--- src/quant_pkg.sv ---
// Quantizer header layout; beat k of the header fills bits [k*128 +: 128] of enc_params_t

package quant_pkg;

    // --------------------
    // Row geometry
    // --------------------

    // One row beat, matches the read beat width
    localparam int ROW_W = 128;

    // Sixteen 8-bit luma pixels, pixel 0 in the low byte
    typedef logic [ROW_W-1:0] y_row_t;

    // Chroma row, u in the low half and v in the high half
    typedef struct packed {
        logic [ROW_W/2-1:0] v;
        logic [ROW_W/2-1:0] u;
    } uv_row_t;

    // --------------------
    // Quantizer matrix set
    // --------------------

    // Fields listed MSB first, so q sits at bit 0 of the set
    typedef struct packed {
        logic [63:0]  sharpen;
        logic [127:0] zthresh;
        logic [127:0] bias;
        logic [63:0]  iq;
        logic [63:0]  q;
    } quant_matrix_t;

    // --------------------
    // Rate-distortion words
    // --------------------

    // Six 32-bit words, min_disto lowest
    typedef struct packed {
        logic [31:0] tlambda;
        logic [31:0] lambda_mode;
        logic [31:0] lambda_uv;
        logic [31:0] lambda_i4;
        logic [31:0] lambda_i16;
        logic [31:0] min_disto;
    } lambda_t;

    // --------------------
    // Full header
    // --------------------

    // Y1 set at bit 0, then Y2, UV and the lambda words on top
    typedef struct packed {
        lambda_t       lambda;
        quant_matrix_t uv;
        quant_matrix_t y2;
        quant_matrix_t y1;
    } enc_params_t;

    // 1536 header bits over 128-bit beats
    localparam int HDR_BEATS = $bits(enc_params_t) / ROW_W;

endpackage

--- src/beat_fifo.sv ---
// Show-ahead FIFO; FIFO_DEPTH must be a power of two and at least 2, pop on empty is ignored

`timescale 1ns/1ns

module beat_fifo #(
    parameter int  FIFO_DEPTH = 4,
    parameter type payload_t  = quant_pkg::y_row_t
) (
    input  logic     clk,
    input  logic     rst_n,

    // Write side
    input  logic     wr,
    input  payload_t din,
    output logic     full,

    // Read side
    input  logic     pop,
    output payload_t dout,
    output logic     empty
);

    localparam int PTR_W = $clog2(FIFO_DEPTH);

    payload_t mem [FIFO_DEPTH];

    logic [PTR_W-1:0] wr_ptr;
    logic [PTR_W-1:0] rd_ptr;
    logic [PTR_W:0]   count;
    logic             do_push;
    logic             do_pop;

    // --------------------
    // Status
    // --------------------

    assign full    = count == (PTR_W+1)'(FIFO_DEPTH);
    assign empty   = count == '0;
    assign do_push = wr && !full;
    assign do_pop  = pop && !empty;

    // Head is read straight from the array
    assign dout = mem[rd_ptr];

    // --------------------
    // Storage
    // --------------------

    always_ff @(posedge clk) begin
        if (do_push) begin
            mem[wr_ptr] <= din;
        end
    end

    // Pointers wrap naturally at the power-of-two depth
    always_ff @(posedge clk or negedge rst_n) begin
        if (!rst_n) begin
            wr_ptr <= '0;
            rd_ptr <= '0;
            count  <= '0;
        end else begin
            if (do_push) begin
                wr_ptr <= wr_ptr + 1'b1;
            end
            if (do_pop) begin
                rd_ptr <= rd_ptr + 1'b1;
            end
            case ({do_push, do_pop})
                2'b10:   count <= count + 1'b1;
                2'b01:   count <= count - 1'b1;
                default: count <= count;
            endcase
        end
    end

endmodule

--- config.mk ---
export PLATFORM = sky130hd
export DESIGN_NAME = beat_fifo
export DESIGN_NICKNAME = d
export VERILOG_FILES = /design/src/quant_pkg.sv /design/src/beat_fifo.sv
export SDC_FILE = /design/constraint.sdc
export NUM_CORES = 1
export LEC_CHECK = 0
export BUFFER_PORTS_ARGS = -buffer_cell sky130_fd_sc_hd__buf_4
export CAP_MARGIN = 20
export CORE_ASPECT_RATIO = 1.4
export CORE_MARGIN = 1
export CORE_UTILIZATION = 35
export CTS_BUF_LIST = sky130_fd_sc_hd__clkbuf_4
export CTS_CLUSTER_SIZE = 16
export DETAILED_ROUTE_END_ITERATION = 10
export PLACE_DENSITY = 0.6
export SYNTH_ARGS = -nofsm -noshare
export SYNTH_HDL_FRONTEND = slang
export SYNTH_SLANG_ARGS = --single-unit
--- constraint.sdc ---
create_clock -name clk -period 12.4 [get_ports clk]
set_input_delay 0.62 -clock clk [delete_from_list [all_inputs] [get_ports clk]]
set_output_delay 0.62 -clock clk [all_outputs]
set_load 0.02 [all_outputs]
======== After elaboration in Yosys (flattened, before gate mapping) ========
Memories as Yosys holds them, arrays and structs flattened.
Index checks and enable logic that the tools add are counted.
cells by class
  eq/ne operators ......................... 3
  mux-type cells .......................... 3
  reduce and logical (&&, ||, !) cells .... 6
  add/sub/neg operators ................... 4
operator list
  operator                                          number
  one-hot mux 3 bit (2 select lines)                1
  adder 2 x 1 -> 2 bit, second input constant       2
  adder 3 x 1 -> 3 bit, second input constant       1
  == test 3 bit, second input constant              1
  zero test 3 bit                                   1
  subtractor 3 x 1 -> 3 bit, second input constant  1
  == test 2 x 1 -> 1 bit, second input constant     1
  == test 2 bit, second input constant              1
  logical AND 1 bit                                 2
  zero test 1 bit                                   2
  2-to-1 mux 1 bit                                  2
  nonzero test 2 bit                                1
word-level totals
  word-level logic and storage cells ...... 20
  bits of input ports ..................... 132
  memories ................................ 1
  output and inout port bits .............. 130
  bits in registers ....................... 7
  RAM bits ................................ 512
memories
  name  depth  bits a word  rd ports  clocked after memory_dff  wr ports  line             RTL
  mem   4      128          1         0                         1         beat_fifo.sv:25  payload_t mem [FIFO_DEPTH];

======== Longest topological paths before layout ========
  depth after elaboration ................. 5
  mapped depth ............................ 9

======== Worst setup path before layout ========
OpenSTA, ideal clock, no wires.
  path kind ............................... input-to-reg
  from .................................... input port wr
  to ...................................... memory mem[0][0] (netlist name) (enable)
  library setup time ...................... 0.502 ns
  stages .................................. 2
  path slack .............................. 7.967 ns
  data arrival time ....................... 3.931 ns
  cells stage by stage .................... nor2b_1 > and2_1
between the ends
  longest elaborated chain between the ends .. 3
RTL lines
  element                                 line             RTL
  start, declared                         beat_fifo.sv:13  input logic wr,
  logical AND 1 bit                       beat_fifo.sv:39  assign do_push = wr && !full;
  2-to-1 mux 1 bit                        beat_fifo.sv:50  if (do_push) begin
  2-to-1 mux 1 bit (implied by the code)  beat_fifo.sv:51  mem[wr_ptr] <= din;
  end, declared                           beat_fifo.sv:25
Every way passes these cells.

==> summary.txt <==
RUN STATUS
------------------------------------------------------------------------------------
Outcome ............................................................... finished, final reports clean

CLOCK NETWORK
------------------------------------------------------------------------------------
Number of instances resized during post-cts repair ....................            0
# Post-CTS Setup Buffers ..............................................            0
Number of clock buffers inserted by TritonCTS .........................          118
Clock tree from TritonCTS .............................................        built
Clock slew at reported path FFs .......................................      0.07 ns
Worst skew pair latency ...............................................      0.86 ns
Maximum number of buffers from clock root to sink .....................            3
Sinks on the clock net ................................................          519
Number of H-tree branching levels .....................................            3
Root Buffer Master ....................................................     clkbuf_4

SETUP PATH
------------------------------------------------------------------------------------
Kind of critical path .................................................   reg -> out
Type of element launching the critical path ...........................    flip-flop
Max incr delay on CP ..................................................      0.81 ns
Logic depth of the worst path, buffers included .......................            4
R2r worst-path depth ..................................................            5
Setup slack of the most critical reg-to-reg path ......................      8.79 ns
Maximum fanout along the worst path ...................................           62
Worst path slowest cell ...............................................        buf_4
Top delay family on crit path ......................................... buffers and inverters
Buffering stage count on the worst path with inverters included .......            3
Worst path cell trace ................................................. buf_4 > buf_4 > mux4_2 > buf_4
Most common cell on crit path .........................................        buf_4
Critical path data arrival time .......................................      3.84 ns
CP required ...........................................................     11.78 ns
Sort of element at the end of the critical path ....................... primary output

LOGIC SYNTHESIS
------------------------------------------------------------------------------------
Mean instance size in the synthesized netlist .........................     26.8 µm²
Synthesized netlist net count .........................................          844
List of most frequent post-synthesis cells ............................ 512 x edfxtp_1, 128 x mux4_2, 15 x buf_2
Most instantiated library cell after synthesis ........................     edfxtp_1
Flop and latch count out of synthesis .................................          519
Top cells by area in the synthesized netlist .......................... edfxtp_1 81%, mux4_2 15%, dfrtp_1 0.93%, buf_6 0.66%, buf_2 0.40%
Post-synth EDFFs ......................................................          512
Share of flip-flops with an asynchronous set or reset after synthesis .        1.35%
Synth Flop Type .......................................................     edfxtp_1
Number of distinct library cells after synthesis ......................           21
Part of the Yosys area used for sequential elements ...................        82.3%
Post-Syn Area .........................................................    18900 µm²
Number of cells produced by synthesis .................................          706
Yosys top cell by area ................................................     edfxtp_1
Area share of the largest cell type after synthesis ...................        81.4%
Yosys warns ...........................................................            0

ROUTING
------------------------------------------------------------------------------------
1st-iter DRT viols ....................................................          365
Iteration count of the initial detailed-routing pass ..................            4
Average routed wire per standard cell .................................      20.2 µm
Vias/cell .............................................................         4.60
Antenna Nets Post-Route ...............................................            0
Total number of vias ..................................................         9235
DRC viols .............................................................            0
Sum of routed wire length over all layers .............................     40500 µm

STA
------------------------------------------------------------------------------------
Fin worst setup slack .................................................      7.94 ns
Final critical-path required period ...................................      4.46 ns
Final number of hold-violating endpoints ..............................            0
Share of the cycle needed by the critical path after routing ..........        36.0%
Total negative setup slack ............................................         0 ns
RSZ-0062 raised after global routing ..................................        false
Final slew viol count .................................................            0
Slew @ Worst Pin ......................................................      1.01 ns
Top achievable clock speed ............................................      224 MHz
Endpoints failing setup ...............................................            0
Clock tree skew after final layout ....................................    0.0329 ns
Max-Slew Margin vs Limit ..............................................        32.8%

GLOBAL ROUTE
------------------------------------------------------------------------------------
Antenna violations before repair ......................................            5
All-Layer GR Usage ....................................................        15.2%
Grt total ovfl ........................................................            0
Global-route wire length before repair ................................     60700 µm
Largest net degree at the start of global routing .....................           63
Via count of the first global-routing pass ............................        10400

FLOORPLANNING
------------------------------------------------------------------------------------
Height of the chip ....................................................       277 µm
Die X-Extent ..........................................................       198 µm
Initial core utilization ..............................................        35.5%
Top-Level Pins ........................................................          262
Num rows ..............................................................          100
DIE AREA ..............................................................    54900 µm²
Area of the core region ...............................................    53200 µm²

POWER
------------------------------------------------------------------------------------
P_leak ................................................................      8.49 nW
Maximum resistive drop on vdd .........................................       124 µV
Power Density .........................................................   235 nW/µm²

JOB
------------------------------------------------------------------------------------
Max capacitance violation total .......................................            0

WORST HOLD PATH
------------------------------------------------------------------------------------
Class of the worst hold path ..........................................    in -> reg
Depth of the worst hold-timing path ...................................            3

PLACEMENT
------------------------------------------------------------------------------------
Pre-CTS worst setup slack .............................................      8.64 ns
Number of I/O port buffers ............................................          261
Placed instance count .................................................         1664
Routability congestion estimate .......................................        0.704
Half-perimeter wire length of the detailed placement result ...........     24100 µm

FINISH
------------------------------------------------------------------------------------
Share of final-layout standard cells stronger than drive strength 1 ...        45.9%
Final instance count without filler cells .............................         2009
Count of nets after finishing .........................................         1338
Area growth from synthesis to final layout ............................        29.6%

==> metrics by stage <==
stage | util, % | cell area [µm²] | hold slack, ns | total power, mW
global route | 46.0 | 24500 | 0.0831 | 6.06
finish | 46.0 | 24500 | 0.209 | 5.76
CTS | 46.0 | 24500 | 0.0362 | 5.89
floorplan | - | 18900 | 0.324 | 3.71
global placement | 40.7 | 21600 | 0.441 | 4.46
detailed placement | 40.7 | 21600 | 0.440 | 4.48
==> flip-flops by register name, indices dropped and copies added (netlist names) <==
register / flops
count: 3
mem: 512
rd_ptr: 2
wr_ptr: 2
==> worst paths after layout <==
| path | startpoint | to |
|---|---|---|
| hold / removal | pop | rd_ptr[0] |
| hold reg to reg | count[2] | count[2] |
| setup reg to reg | count[2] | mem[1][5] |
| setup / recovery | rd_ptr[1] | dout[26] |
| max in group asynchronous | rst_n | rd_ptr[1] |
| min in group asynchronous | rst_n | wr_ptr[0] |
==> area by class of cell <==
cell class | count | area, µm²
Antenna cell | 4 | 10.0
Clock buffer | 177 | 1330
Clock inverter | 34 | 210
Fill cell | 4573 | 28700
Inverter | 6 | 22.5
Multi-Input combinational cell | 152 | 3110
Sequential cell | 519 | 15600
Tap cell | 714 | 893
Timing Repair Buffer | 403 | 3350
==> tightest hold or removal path, cell delays in order <==
cell	delay (ns)
buf_4	0.08
o31a_1	0.22
xor2_1	0.09
==> where the power goes <==
group / total (mW) / internal (mW) / switching (mW)
registers: 2.45 / 2.32 / 0.132
logic: 1.96 / 0.873 / 1.09
clock network: 1.35 / 0.710 / 0.635
==> cell usage in the layout (no fill, tap or decap) <==
master	synthesis	routed
dfrtp_4	0	2
inv_1	6	6
dlygate4sd3_1	0	130
mux4_2	128	128
mux2i_1	1	1
buf_4	1	273
nand2_1	1	1
nor3b_1	1	1
bufinv_16	0	3
fa_1	1	1
mux2_2	1	1
xnor2_1	3	3
xor2_1	3	3
and2_4	0	4
clkbuf_4	0	177
inv_2	0	1
ha_1	5	5
diode_2	0	4
clkinv_2	0	3
nor2b_1	1	1
o31a_1	1	1
nor2_1	1	1
edfxtp_1	512	512
dfrtp_1	7	5
nor3_1	1	1
clkinv_1	0	27
==> routing by layer <==
metal	vias to the layer above	global-route usage (%)	part of all wire, %	wire length, µm
li1	4120	-	-	-
met1	4774	16.8	38	15400
met2	263	26.9	54	21800
met3	74	4.08	5.2	2100
met4	4	7.04	3.0	1210
met5	-	0	0.076	31
==> cell families (layout without fill, tap and decap cells) <==
logic type | count (synthesis) | after routing | share of synthesized area [%]
DFF | 519 | 519 | 82.3
xor gates and xnor gates | 6 | 6 | 0.278
buffers and inverters | 35 | 620 | 1.25
other | 0 | 4 | 0
muxes | 130 | 130 | 15.4
AOI/OAI and AO/OA | 1 | 1 | 0.0464
adders and majority gates | 6 | 6 | 0.437
and+or+nand+nor | 9 | 9 | 0.272
==> repair_timing <==
action	in CTS	in global routing
setup endpoints to repair	0	0
hold buffers	130	0
endpoints found under the hold margin	519	0
No activity file was read; power rests on OpenSTA's default activity.
